==> src/eth_mac_pkg.sv <==
package eth_mac_pkg;

    localparam int slot_count = 4;
    localparam int slot_bits = 2;
    localparam int max_frame = 64;
    localparam int len_bits = 7;

    localparam logic [7:0] preamble_byte = 8'h55;
    localparam int preamble_len = 7;
    localparam logic [7:0] sfd_byte = 8'hd5;
    localparam int ifg_cycles = 12;

    localparam logic [31:0] crc_init = 32'hffff_ffff;
    localparam logic [31:0] crc_residue = 32'hdebb_20e3;    // register after payload and fcs

    localparam logic [1:0] op_write_byte = 2'd0;
    localparam logic [1:0] op_send_frame = 2'd1;
    localparam logic [1:0] op_read_byte = 2'd2;
    localparam logic [1:0] op_drop_frame = 2'd3;

    // framer states, shared by tx and rx
    localparam logic [2:0] st_idle = 3'd0;
    localparam logic [2:0] st_pre = 3'd1;
    localparam logic [2:0] st_sfd = 3'd2;
    localparam logic [2:0] st_data = 3'd3;
    localparam logic [2:0] st_fcs = 3'd4;
    localparam logic [2:0] st_gap = 3'd5;
    localparam logic [2:0] st_drop = 3'd6;

    function automatic logic [31:0] next_crc(input logic [31:0] crc, input logic [7:0] data);
        logic [31:0] c;
        c = crc ^ {24'd0, data};
        for (int i = 0; i < 8; i++) begin
            c = c[0] ? ((c >> 1) ^ 32'hedb8_8320) : (c >> 1);    // lsb first
        end
        return c;
    endfunction

endpackage
==> src/eth_mac_core.sv <==
`timescale 1ns/1ps

module eth_mac_core (
    input  logic                             clock,
    input  logic                             reset,
    input  logic                             cmd_req,
    input  logic [1:0]                       cmd_op,
    input  logic [7:0]                       cmd_data,
    output logic                             cmd_ack,
    output logic [7:0]                       rsp_data,
    output logic [eth_mac_pkg::len_bits-1:0] rsp_len,
    output logic                             rsp_error,
    output logic [7:0]                       gmii_txd,
    output logic                             gmii_tx_en,
    input  logic [7:0]                       gmii_rxd,
    input  logic                             gmii_rx_dv,
    input  logic                             gmii_rx_er
);

    logic tx_wr_en;
    logic [7:0] tx_wr_data;
    logic tx_wr_commit;
    logic tx_wr_full;
    logic [eth_mac_pkg::len_bits-1:0] tx_wr_count;
    logic [eth_mac_pkg::len_bits-1:0] tx_rd_index;
    logic tx_rd_release;
    logic [7:0] tx_rd_data;
    logic [eth_mac_pkg::len_bits-1:0] tx_rd_len;
    logic tx_rd_avail;

    logic rx_wr_en;
    logic [7:0] rx_wr_data;
    logic rx_wr_commit;
    logic rx_wr_abort;
    logic rx_wr_full;
    logic [eth_mac_pkg::len_bits-1:0] rx_wr_count;
    logic [eth_mac_pkg::len_bits-1:0] rx_rd_index;
    logic rx_rd_release;
    logic [7:0] rx_rd_data;
    logic [eth_mac_pkg::len_bits-1:0] rx_rd_len;
    logic rx_rd_avail;

    mac_control control0 (
        .clock      (clock),
        .reset      (reset),
        .cmd_req    (cmd_req),
        .cmd_op     (cmd_op),
        .cmd_data   (cmd_data),
        .cmd_ack    (cmd_ack),
        .rsp_data   (rsp_data),
        .rsp_len    (rsp_len),
        .rsp_error  (rsp_error),
        .wr_en      (tx_wr_en),
        .wr_data    (tx_wr_data),
        .wr_commit  (tx_wr_commit),
        .wr_full    (tx_wr_full),
        .wr_count   (tx_wr_count),
        .rd_index   (rx_rd_index),
        .rd_release (rx_rd_release),
        .rd_data    (rx_rd_data),
        .rd_len     (rx_rd_len),
        .rd_avail   (rx_rd_avail)
    );

    frame_ring tx_ring0 (
        .clock      (clock),
        .reset      (reset),
        .wr_en      (tx_wr_en),
        .wr_data    (tx_wr_data),
        .wr_commit  (tx_wr_commit),
        .wr_abort   (1'b0),    // host frames are never discarded
        .wr_full    (tx_wr_full),
        .wr_count   (tx_wr_count),
        .rd_index   (tx_rd_index),
        .rd_release (tx_rd_release),
        .rd_data    (tx_rd_data),
        .rd_len     (tx_rd_len),
        .rd_avail   (tx_rd_avail)
    );

    frame_ring rx_ring0 (
        .clock      (clock),
        .reset      (reset),
        .wr_en      (rx_wr_en),
        .wr_data    (rx_wr_data),
        .wr_commit  (rx_wr_commit),
        .wr_abort   (rx_wr_abort),
        .wr_full    (rx_wr_full),
        .wr_count   (rx_wr_count),
        .rd_index   (rx_rd_index),
        .rd_release (rx_rd_release),
        .rd_data    (rx_rd_data),
        .rd_len     (rx_rd_len),
        .rd_avail   (rx_rd_avail)
    );

    tx_framer tx_framer0 (
        .clock      (clock),
        .reset      (reset),
        .rd_avail   (tx_rd_avail),
        .rd_len     (tx_rd_len),
        .rd_data    (tx_rd_data),
        .rd_index   (tx_rd_index),
        .rd_release (tx_rd_release),
        .gmii_txd   (gmii_txd),
        .gmii_tx_en (gmii_tx_en)
    );

    rx_deframer rx_deframer0 (
        .clock      (clock),
        .reset      (reset),
        .gmii_rxd   (gmii_rxd),
        .gmii_rx_dv (gmii_rx_dv),
        .gmii_rx_er (gmii_rx_er),
        .wr_full    (rx_wr_full),
        .wr_count   (rx_wr_count),
        .wr_en      (rx_wr_en),
        .wr_data    (rx_wr_data),
        .wr_commit  (rx_wr_commit),
        .wr_abort   (rx_wr_abort)
    );

endmodule

==> src/rx_deframer.sv <==
`timescale 1ns/1ps

module rx_deframer (
    input  logic                             clock,
    input  logic                             reset,
    input  logic [7:0]                       gmii_rxd,
    input  logic                             gmii_rx_dv,
    input  logic                             gmii_rx_er,
    input  logic                             wr_full,
    input  logic [eth_mac_pkg::len_bits-1:0] wr_count,
    output logic                             wr_en,
    output logic [7:0]                       wr_data,
    output logic                             wr_commit,
    output logic                             wr_abort
);

    logic [2:0] state;
    logic [2:0] pre_cnt;    // preamble bytes seen
    logic [31:0] crc;
    logic in_data;
    logic good;

    assign in_data = (state == eth_mac_pkg::st_data);
    // residue covers payload and fcs, minimum one payload byte
    assign good = (crc == eth_mac_pkg::crc_residue) && (wr_count >= 7'd5);

    assign wr_data = gmii_rxd;
    assign wr_en = in_data && gmii_rx_dv && !gmii_rx_er
        && (wr_count < eth_mac_pkg::max_frame);
    assign wr_commit = in_data && !gmii_rx_dv && good;
    assign wr_abort = in_data && (gmii_rx_dv ? !wr_en : !good);

    always_ff @(posedge clock) begin
        if (reset) begin
            state <= eth_mac_pkg::st_idle;
            pre_cnt <= '0;
            crc <= eth_mac_pkg::crc_init;
        end else if (!gmii_rx_dv) begin
            state <= eth_mac_pkg::st_idle;    // frame end, commit or abort fired above
        end else begin
            case (state)
                eth_mac_pkg::st_idle: begin
                    pre_cnt <= 3'd1;
                    if ((gmii_rxd == eth_mac_pkg::preamble_byte) && !gmii_rx_er) begin
                        state <= eth_mac_pkg::st_pre;
                    end else begin
                        state <= eth_mac_pkg::st_drop;
                    end
                end
                eth_mac_pkg::st_pre: begin
                    if (gmii_rx_er) begin
                        state <= eth_mac_pkg::st_drop;
                    end else if ((gmii_rxd == eth_mac_pkg::preamble_byte)
                            && (pre_cnt < eth_mac_pkg::preamble_len)) begin
                        pre_cnt <= pre_cnt + 1'b1;
                    end else if ((gmii_rxd == eth_mac_pkg::sfd_byte)
                            && (pre_cnt == eth_mac_pkg::preamble_len) && !wr_full) begin
                        crc <= eth_mac_pkg::crc_init;
                        state <= eth_mac_pkg::st_data;
                    end else begin
                        state <= eth_mac_pkg::st_drop;    // bad preamble or no free slot
                    end
                end
                eth_mac_pkg::st_data: begin
                    if (wr_en) begin
                        crc <= eth_mac_pkg::next_crc(crc, gmii_rxd);
                    end else begin
                        state <= eth_mac_pkg::st_drop;    // rx_er or too long
                    end
                end
                default: state <= eth_mac_pkg::st_drop;
            endcase
        end
    end

endmodule

==> src/tx_framer.sv <==
`timescale 1ns/1ps

module tx_framer (
    input  logic                             clock,
    input  logic                             reset,
    input  logic                             rd_avail,
    input  logic [eth_mac_pkg::len_bits-1:0] rd_len,
    input  logic [7:0]                       rd_data,
    output logic [eth_mac_pkg::len_bits-1:0] rd_index,
    output logic                             rd_release,
    output logic [7:0]                       gmii_txd,
    output logic                             gmii_tx_en
);

    logic [2:0] state;
    logic [3:0] cnt;    // position in preamble, fcs or gap
    logic [31:0] crc;

    assign rd_release = (state == eth_mac_pkg::st_fcs) && (cnt == 4'd4);

    always_ff @(posedge clock) begin
        if (reset) begin
            state <= eth_mac_pkg::st_idle;
            cnt <= '0;
            crc <= eth_mac_pkg::crc_init;
            rd_index <= '0;
            gmii_txd <= 8'h00;
            gmii_tx_en <= 1'b0;
        end else begin
            case (state)
                eth_mac_pkg::st_idle: begin
                    if (rd_avail) begin
                        gmii_tx_en <= 1'b1;
                        gmii_txd <= eth_mac_pkg::preamble_byte;
                        cnt <= 4'd1;
                        crc <= eth_mac_pkg::crc_init;
                        rd_index <= '0;
                        state <= eth_mac_pkg::st_pre;
                    end
                end
                eth_mac_pkg::st_pre: begin
                    if (cnt < eth_mac_pkg::preamble_len) begin
                        gmii_txd <= eth_mac_pkg::preamble_byte;
                        cnt <= cnt + 1'b1;
                    end else begin
                        gmii_txd <= eth_mac_pkg::sfd_byte;
                        state <= eth_mac_pkg::st_sfd;
                    end
                end
                eth_mac_pkg::st_sfd, eth_mac_pkg::st_data: begin
                    if (rd_index < rd_len) begin
                        gmii_txd <= rd_data;
                        crc <= eth_mac_pkg::next_crc(crc, rd_data);
                        rd_index <= rd_index + 1'b1;
                        state <= eth_mac_pkg::st_data;
                    end else begin
                        gmii_txd <= ~crc[7:0];    // fcs goes out lsb first
                        cnt <= 4'd1;
                        state <= eth_mac_pkg::st_fcs;
                    end
                end
                eth_mac_pkg::st_fcs: begin
                    if (cnt < 4'd4) begin
                        gmii_txd <= ~crc[{cnt[1:0], 3'b000} +: 8];
                        cnt <= cnt + 1'b1;
                    end else begin
                        gmii_tx_en <= 1'b0;
                        gmii_txd <= 8'h00;
                        cnt <= 4'd1;
                        state <= eth_mac_pkg::st_gap;
                    end
                end
                eth_mac_pkg::st_gap: begin
                    if (cnt < eth_mac_pkg::ifg_cycles) begin
                        cnt <= cnt + 1'b1;
                    end else begin
                        state <= eth_mac_pkg::st_idle;
                    end
                end
                default: state <= eth_mac_pkg::st_idle;
            endcase
        end
    end

    a_gap_low: assert property (@(posedge clock) disable iff (reset)
        $fell(gmii_tx_en) |-> !gmii_tx_en [*eth_mac_pkg::ifg_cycles]);

endmodule

==> src/mac_control.sv <==
`timescale 1ns/1ps

module mac_control (
    input  logic                             clock,
    input  logic                             reset,
    input  logic                             cmd_req,
    input  logic [1:0]                       cmd_op,
    input  logic [7:0]                       cmd_data,
    output logic                             cmd_ack,
    output logic [7:0]                       rsp_data,
    output logic [eth_mac_pkg::len_bits-1:0] rsp_len,
    output logic                             rsp_error,
    output logic                             wr_en,
    output logic [7:0]                       wr_data,
    output logic                             wr_commit,
    input  logic                             wr_full,
    input  logic [eth_mac_pkg::len_bits-1:0] wr_count,
    output logic [eth_mac_pkg::len_bits-1:0] rd_index,
    output logic                             rd_release,
    input  logic [7:0]                       rd_data,
    input  logic [eth_mac_pkg::len_bits-1:0] rd_len,
    input  logic                             rd_avail
);

    logic fire;    // first cycle of a request
    logic [eth_mac_pkg::len_bits-1:0] rd_ptr;
    logic [eth_mac_pkg::len_bits-1:0] rx_len;
    logic write_ok;
    logic send_ok;
    logic read_ok;

    assign fire = cmd_req && !cmd_ack;
    assign rx_len = rd_len - 7'd4;    // received slots still hold the fcs
    assign write_ok = !wr_full && (wr_count < eth_mac_pkg::max_frame);
    assign send_ok = !wr_full && (wr_count != 0);
    assign read_ok = rd_avail && (rd_ptr < rx_len);

    assign wr_en = fire && (cmd_op == eth_mac_pkg::op_write_byte) && write_ok;
    assign wr_data = cmd_data;
    assign wr_commit = fire && (cmd_op == eth_mac_pkg::op_send_frame) && send_ok;
    assign rd_release = fire && (cmd_op == eth_mac_pkg::op_drop_frame) && rd_avail;
    assign rd_index = rd_ptr;

    always_ff @(posedge clock) begin
        if (reset) begin
            cmd_ack <= 1'b0;
            rsp_error <= 1'b0;
            rd_ptr <= '0;
        end else if (fire) begin
            cmd_ack <= 1'b1;
            case (cmd_op)
                eth_mac_pkg::op_write_byte: begin
                    rsp_error <= !write_ok;
                end
                eth_mac_pkg::op_send_frame: begin
                    rsp_error <= !send_ok;    // open frame stays on error
                end
                eth_mac_pkg::op_read_byte: begin
                    rsp_error <= !read_ok;
                    if (read_ok) begin
                        rd_ptr <= rd_ptr + 1'b1;
                    end
                end
                eth_mac_pkg::op_drop_frame: begin
                    rsp_error <= !rd_avail;
                    rd_ptr <= '0;
                end
            endcase
        end else if (!cmd_req && cmd_ack) begin
            cmd_ack <= 1'b0;
        end
    end

    always_ff @(posedge clock) begin
        if (fire && (cmd_op == eth_mac_pkg::op_read_byte)) begin
            rsp_data <= rd_data;
            rsp_len <= rx_len;
        end
    end

    // host keeps req up until ack answers it
    a_ack_after_req: assert property (@(posedge clock) disable iff (reset)
        $rose(cmd_ack) |-> cmd_req);

endmodule

==> src/frame_ring.sv <==
`timescale 1ns/1ps

module frame_ring (
    input  logic                             clock,
    input  logic                             reset,
    input  logic                             wr_en,
    input  logic [7:0]                       wr_data,
    input  logic                             wr_commit,
    input  logic                             wr_abort,
    output logic                             wr_full,
    output logic [eth_mac_pkg::len_bits-1:0] wr_count,
    input  logic [eth_mac_pkg::len_bits-1:0] rd_index,
    input  logic                             rd_release,
    output logic [7:0]                       rd_data,
    output logic [eth_mac_pkg::len_bits-1:0] rd_len,
    output logic                             rd_avail
);

    logic [7:0] mem [eth_mac_pkg::slot_count][eth_mac_pkg::max_frame];
    logic [eth_mac_pkg::len_bits-1:0] len_mem [eth_mac_pkg::slot_count];
    logic [eth_mac_pkg::slot_bits-1:0] head;    // oldest closed slot
    logic [eth_mac_pkg::slot_bits-1:0] tail;    // slot being filled
    logic [eth_mac_pkg::slot_bits:0] fill;

    assign wr_full = (fill == eth_mac_pkg::slot_count);
    assign rd_avail = (fill != 0);
    assign rd_len = len_mem[head];
    assign rd_data = mem[head][rd_index[eth_mac_pkg::len_bits-2:0]];

    always_ff @(posedge clock) begin
        if (wr_en) begin
            mem[tail][wr_count[eth_mac_pkg::len_bits-2:0]] <= wr_data;
        end
        if (wr_commit) begin
            len_mem[tail] <= wr_count;
        end
    end

    always_ff @(posedge clock) begin
        if (reset) begin
            head <= '0;
            tail <= '0;
            fill <= '0;
            wr_count <= '0;
        end else begin
            if (wr_commit || wr_abort) begin
                wr_count <= '0;
            end else if (wr_en) begin
                wr_count <= wr_count + 1'b1;
            end
            if (wr_commit) begin
                tail <= tail + 1'b1;
            end
            if (rd_release) begin
                head <= head + 1'b1;
            end
            if (wr_commit && !rd_release) begin
                fill <= fill + 1'b1;
            end else if (rd_release && !wr_commit) begin
                fill <= fill - 1'b1;
            end
        end
    end

    // the writer must hold off while no slot is free
    a_no_write_full: assert property (@(posedge clock) disable iff (reset)
        (wr_en || wr_commit) |-> !wr_full);

    a_no_release_empty: assert property (@(posedge clock) disable iff (reset)
        rd_release |-> rd_avail);

endmodule

==> config.mk <==
export PLATFORM = sky130hd
export DESIGN_NAME = eth_mac_core
export DESIGN_NICKNAME = d
export VERILOG_FILES = /design/src/eth_mac_pkg.sv /design/src/eth_mac_core.sv /design/src/rx_deframer.sv /design/src/tx_framer.sv /design/src/mac_control.sv /design/src/frame_ring.sv
export SDC_FILE = /design/constraint.sdc
export NUM_CORES = 2
export LEC_CHECK = 0
export BUFFER_PORTS_ARGS = -buffer_cell sky130_fd_sc_hd__buf_2
export CELL_PAD_IN_SITES_DETAIL_PLACEMENT = 1
export CELL_PAD_IN_SITES_GLOBAL_PLACEMENT = 1
export CORE_AREA = 2 2 694 627
export DETAILED_ROUTE_END_ITERATION = 6
export DIE_AREA = 0 0 696 629
export MAX_ROUTING_LAYER = met4
export PLACE_DENSITY = 0.66
export SYNTH_ARGS = -nofsm -noshare
export SYNTH_HDL_FRONTEND = slang
export SYNTH_HIERARCHICAL = 1
export SYNTH_MEMORY_MAX_BITS = 65536
export SYNTH_SLANG_ARGS = --single-unit
export TNS_END_PERCENT = 5
==> constraint.sdc <==
create_clock -name clock -period 4.92 [get_ports clock]
set_input_delay 0.246 -clock clock [delete_from_list [all_inputs] [get_ports clock]]
set_output_delay 0.246 -clock clock [all_outputs]
set_load 0.05 [all_outputs]
; Word level (Yosys, flattened, before mapping)
; Memories as Yosys holds them, arrays and structs flattened. A register that Yosys moved wholly into a read port is not among the register bits.
; Cells that the tools add are included.
[word_totals]
ramBits = 4152
memories = 4
out_inout_bits = 26
ff_bits = 145
inputBits = 23
word_cells = 283
[classes]
magnitude_cmp = 15
eq_ne = 33
n_reduce_logical = 76
muxes = 92
bitwise_logic = 25
shift = 1
addsub = 15
[memory_table]
columns = name, depth, width, rd, rd_clocked_by_memory_dff, write_ports, line
row1 = rx_ring0.mem, 4, 512, 1, 1, 1, frame_ring.sv:19  ; logic [7:0] mem [eth_mac_pkg::slot_count][eth_mac_pkg::max_frame];
row2 = tx_ring0.mem, 4, 512, 1, 1, 1, frame_ring.sv:19
row3 = rx_ring0.len_mem, 4, 7, 1, 1, 1, frame_ring.sv:20  ; logic [eth_mac_pkg::len_bits-1:0] len_mem [eth_mac_pkg::slot_count];
row4 = tx_ring0.len_mem, 4, 7, 1, 1, 1, frame_ring.sv:20
[op_table]
columns = operator, n
row1 = $mux W512, 2
row2 = $mux W32, 22
row3 = $not A13 Y14, 16
row4 = $pmux W32 S2, 2
row5 = $bmux W8 S6, 2
row6 = $demux W8 S6, 2
row7 = $mux W8, 10
row8 = $xor A32 B8 Y32, 2
row9 = $mux W3, 16
row10 = $eq A32 B32 Y1 const B, 1
row11 = $pmux W8 S4, 1
row12 = $shiftx A32 B6 Y8, 1
row13 = $logic_and A1 B1 Y1, 30
row14 = $add A7 B1 Y7 const B, 4
row15 = $ge A7 B7 Y1 const B, 4
row16 = $not A6 Y7, 4
row17 = $pmux W7 S2, 2
row18 = $mux W7, 3
row19 = $mux W4, 5
row20 = $pmux W4 S5, 1
row21 = $logic_not A1 Y1, 16
row22 = $mux W2, 8
row23 = $ne A2 B1 Y1 const B, 8
row24 = $not A8 Y8, 2
row25 = other kinds (43), 93

; Depth between registers and ports, before layout
[logic_depth]
depth_word = 23
ltp_mapped = 18
ltp_nobuf = 12

; Modules after synthesis
; The synthesis kept the hierarchy.
[modules_own_cells]
columns = module, n_inst, cells_each, seq_area_each_um2, area_each_um2
row1 = frame_ring (rx_ring0), 1, 3980, 62660.1, 82370.2
row2 = frame_ring (tx_ring0), 1, 3923, 62660.1, 82014.9
row3 = tx_framer, 1, 393, 1101.1, 3515.9
row4 = rx_deframer, 1, 269, 760.7, 2673.8
row5 = mac_control, 1, 118, 630.6, 1310.0
row6 = eth_mac_core, 1, 1, 0.0, 3.8

; Least setup slack after synthesis
; OpenSTA, ideal clock, no wires.
[synth_timing]
path_type = flip-flop to flip-flop
start = register with a tool-made name
end = register control0.rd_ptr (netlist bit control0/rd_index[0])
setup_slack_ps = 911
arrival_ps = 3935
required_ps = 4845
n_path_buf = 7
period_less_slack_ps = 4009
path_stages_with_launch = 19
cell_sequence = dfxtp_1 > buf_6 > buf_8 > buf_12 > buf_6 > buf_6 > buf_6 > buf_2 > mux4_2 > inv_1 > ha_1 > nor3b_1 > xnor2_1 > ha_1 > and4_1 > o21ai_1 > o2111ai_4 > or3_1 > o22ai_1
[synth_rtl]
columns = element, line
row1 = to (signal assigned), mac_control.sv:61  ; rd_ptr <= rd_ptr + 1'b1;
row2 = to (decl), mac_control.sv:26  ; logic [eth_mac_pkg::len_bits-1:0] rd_ptr;

==> run summary <==
* finished with violations — status
* negative hold slack — violations in the final reports
* 128000 sq um — FF+latch area
* 207 MHz — upper clock frequency limit
* 5.78 ns — Req. time, crit path
* sky130_fd_sc_hd__edfxtp_1, sky130_fd_sc_hd__mux4_2, sky130_fd_sc_hd__and2_1 — commonest cells in the netlist
* cmd_data[3] — origin of the worst min-delay path
* 0.204 — proportion of total power due to net switching
* 382 nW/um^2 — power per unit of standard cell area
* 2 — Hold Fails Final Rpt
* 0.980 — final clock period utilization by the worst path
* 15.1 mW — net switching power
* 0.015 — combinational share of power
* 0 — final-report max-slew violation count
* 200 — maximum number of pins on one net before global-route repair
* 0.399 — effective utilization at floorplan
* 0 — number of DRC violations after detailed routing
* 0.442 — relative contribution of the clock network to total power
* 12.9% — layout overhead on the synthesized area
* 0 — max_cap viols
* 1.01 ns — clk_lat worst skew
* 58.9 nW — static leakage
* 629 um — Die H
* 59.0 mW — cell-internal power
* 4167 — number of enable-type register cells in the synthesized netlist
* 15 — R2R cell count
* 29 — number of antenna violations at the first check in global routing
* 98 — count of unique library cells instantiated by Yosys
* 0.0985 ns — setup ws final
* reg2reg — start-to-end type of the worst setup path
* 665000 um — wire length of the first global-routing pass
* 431000 sq um — core box area
* 5 — Pre-Repair DR Iteration Count
* 49 — I/O pin cnt
* sky130_fd_sc_hd__clkbuf_16 — clock root buffer
* 0 — Remaining Overflow, GRT
* sky130_fd_sc_hd__edfxtp_1, sky130_fd_sc_hd__mux4_2, sky130_fd_sc_hd__mux2i_1 — leading post-synthesis cells by cell area
* 4 — maximum number of buffers from clock root to sink
* 5.68 ns — crit path DAT
* 30.2 um — routed len/inst
* 0.80 ns — biggest cell delay along the critical path
* 4.82 ns — Final Critical Period
* 0.114 ns — largest clock skew in the final design
* 457000 um — total length of routed wires
* 1 — instance count along the most critical hold path
* flip-flop — type of element launching the critical path
* 91000 — via count of the first global-routing pass
* 4301 — number of storage elements in the synthesis netlist
* 0 — Async S/R FF share, synth
* 296 uV — Max VDD drop
* 0.451 — share of the core filled with cells in the final layout
* 6 — Warnings, synthesis
* buf_12, buf_4, buf_4, mux4_2, a22oi_1, a21oi_1, nor3_1, buf_4, nor4_4, xnor2_1, xnor2_1, xnor2_1, xnor2_1, nor4_1, a311oi_1 — crit-path cells
* 4301 — clock sink count
* 9864 — initial detailed-routing violation count
* 0.542 — proportion of power drawn by flip-flops and latches
* 48 — number of port buffers
* tx_ring0/mem[3][59] — Worst Hold End
* 0.102 — relative slew slack
* 435 — clock buffer count from CTS
* sky130_fd_sc_hd__edfxtp_1 — leading area contributor after synthesis
* 8741 — number of nets in the synthesized netlist
* 0.844 — placer's final routability congestion estimate
* -0.146 ns — worst setup timing slack at the placement stage
* 696 um — Horiz. Die Dim
* 0 ns — total negative setup slack
* 0.744 — sequential element share of the synthesized area
* 0.211 — ratio of cells with drive above 1 in the final layout
* 5.77 — drt via density
* 5 — H-tree lvl count
* tx_framer0/crc[23] — RR Endpoint
* 40900 sq um — multi-input gate area in the final layout
* 9043 — final net count
* 172000 sq um — Syn Std Cell Area
* 1.35 ns — Worst Tran Pin Value
* 284000 um — placed wire-length estimate
* 0 — total of endpoints with negative setup slack in the final report
* no — setup repair after global routing missed its margin
* -0.00859 ns — Hold WS
* 229 — number of cell rows
* sky130_fd_sc_hd__edfxtp_1 — most frequent cell after synthesis
* 0.06 ns — clock transition at the registers of the reported paths
* 0.212 — Overall Global Routing Usage
* 438000 sq um — floorplan die area
* 39900 — Fillers
* flip-flop — critical path endpoint category
* built — CTS tree
* 0.728 — area share of the largest cell type after synthesis
* 0 — residual antenna-violating net count after detailed routing
* 17 — critical path peak fanout
* sky130_fd_sc_hd__edfxtp_1 — Post-synth top flop
* 87300 — total via count in the routed design
* 8684 — number of cells produced by synthesis
* 0.1 ns — R2R Setup Slk
* 19.8 sq um — mean area per synthesized cell
* in2reg — worst hold path type
* sky130_fd_sc_hd__nor3_1 — cell with the biggest individual delay on the critical path
* sky130_fd_sc_hd__xnor2_1 — cell type with the highest occurrence count on the critical path
-- cells by family (layout without fill, tap and decap cells) --
kind of cell    Yosys count  in the layout  share of synthesized area
xor+xnor                161            161                     0.0109
simple gates           1362           1362                     0.0432
buf+inv                 568           1238                     0.0203
flops                  4301           4301                      0.744
mux                    1301           1301                      0.140
other cells               1             13                  0.0000218
fa+ha+maj                34             34                    0.00256
compound gates          956            956                     0.0395
-- placed cells by master, fill, tap and decap left out, types with 23 or more instances in the layout --
master	instances
sky130_fd_sc_hd__o21ai_0	68
sky130_fd_sc_hd__dfxtp_1	124
sky130_fd_sc_hd__inv_1	39
sky130_fd_sc_hd__mux2i_1	411
sky130_fd_sc_hd__a211oi_1	26
sky130_fd_sc_hd__nand3_1	46
sky130_fd_sc_hd__and2_1	534
sky130_fd_sc_hd__clkbuf_1	94
sky130_fd_sc_hd__o21bai_1	27
sky130_fd_sc_hd__nand2b_1	35
sky130_fd_sc_hd__buf_4	256
sky130_fd_sc_hd__nand4_1	26
sky130_fd_sc_hd__a22oi_1	251
sky130_fd_sc_hd__nand2_1	169
sky130_fd_sc_hd__a22o_1	27
sky130_fd_sc_hd__xnor2_1	90
sky130_fd_sc_hd__nor3_1	92
sky130_fd_sc_hd__ha_1	24
sky130_fd_sc_hd__o221ai_1	102
sky130_fd_sc_hd__clkinv_2	78
sky130_fd_sc_hd__nor2_1	277
sky130_fd_sc_hd__clkbuf_16	442
sky130_fd_sc_hd__edfxtp_1	4167
sky130_fd_sc_hd__buf_2	31
sky130_fd_sc_hd__or3_1	23
sky130_fd_sc_hd__a211o_1	23
sky130_fd_sc_hd__o211ai_1	31
sky130_fd_sc_hd__xor2_1	35
sky130_fd_sc_hd__mux4_2	863
sky130_fd_sc_hd__bufinv_16	39
sky130_fd_sc_hd__a221oi_1	25
sky130_fd_sc_hd__o22ai_1	78
sky130_fd_sc_hd__clkinv_1	98
sky130_fd_sc_hd__buf_12	67
sky130_fd_sc_hd__a21oi_1	180
-- through the flow --
step / std cells / area (sq um) / hold slack, ns / power (mW)
after CTS: 15100 / 194000 / 0.0325 / 74.7
after floorplan: 8684 / 172000 / 0.315 / 41.5
after detailed placement: 14300 / 180000 / 0.489 / 42.1
after global placement: 14300 / 180000 / 0.470 / 42.0
after global routing: 15100 / 194000 / 0.0721 / 75.9
final: 15100 / 194000 / -0.00859 / 74.1
-- area by class of cell --
class                      instances  area share
timing repair buffer             391      0.0199
clock inverter                   265      0.0133
tap                             5775      0.0372
inverter                          42    0.000819
antenna                           12    0.000155
multi-input combinational       3815       0.211
clock buffer                     540      0.0591
sequential                      4301       0.659
-- state kept, by name, summed over array words and instances, names as in the netlist, 8 cells and up, named ones only --
name / count
tx_framer0/gmii_txd: 8
tx_ring0/mem: 2048
rx_ring0/mem: 2048
rx_deframer0/crc: 32
tx_ring0/len_mem: 28
tx_framer0/crc: 32
rx_ring0/len_mem: 28
control0/rsp_data: 8
-- power groups by stage --
stage	clock network [mW]	logic (mW)	registers (mW)
6_report	32.8	1.13	40.2
5_1_grt	34.6	1.21	40.1
4_1_cts	33.4	1.15	40.2
3_5_place_dp	0	1.13	40.9
3_3_place_gp	0	1.07	40.9
2_1_floorplan	0	0.547	41.0
-- per-layer routing --
layer,global-route usage,routed length (um),vias up
met1,0.303,197000,47100
met3,0.0344,35000,629
met4,0.0445,9880,0
met2,0.324,215000,3352
met5,-,0,-
li1,-,-,36300
-- timing repair --
item,CTS,global route
gates resized for setup,4,8
hold buffers,20,0
buffers inserted,1,0
endpoints found under the setup margin,13,14
pin swaps,1,0
endpoints found under the hold margin,619,0
-- worst max-delay path: cells and delay by family, from the launching register on --
kind	cells	cell delay (ns)
AO/OA/AOI/OAI	3	0.85
XOR/XNOR	4	1.09
buffers and inverters	4	0.82
flip-flops	1	0.42
multiplexers	1	0.51
AND/OR/NAND/NOR	3	0.95
-- worst max-delay path by stage --
stage	end	slack [ns]
finish	tx_framer0/crc[23]	0.1
global route	tx_framer0/crc[23]	0.009
CTS	tx_framer0/crc[17]	0.07
detailed placement	tx_framer0/crc[25]	-0.15
global placement	tx_framer0/crc[25]	-0.06
floorplan	control0/rd_index[0]	0.91
Power figures use the tool's default switching activity.
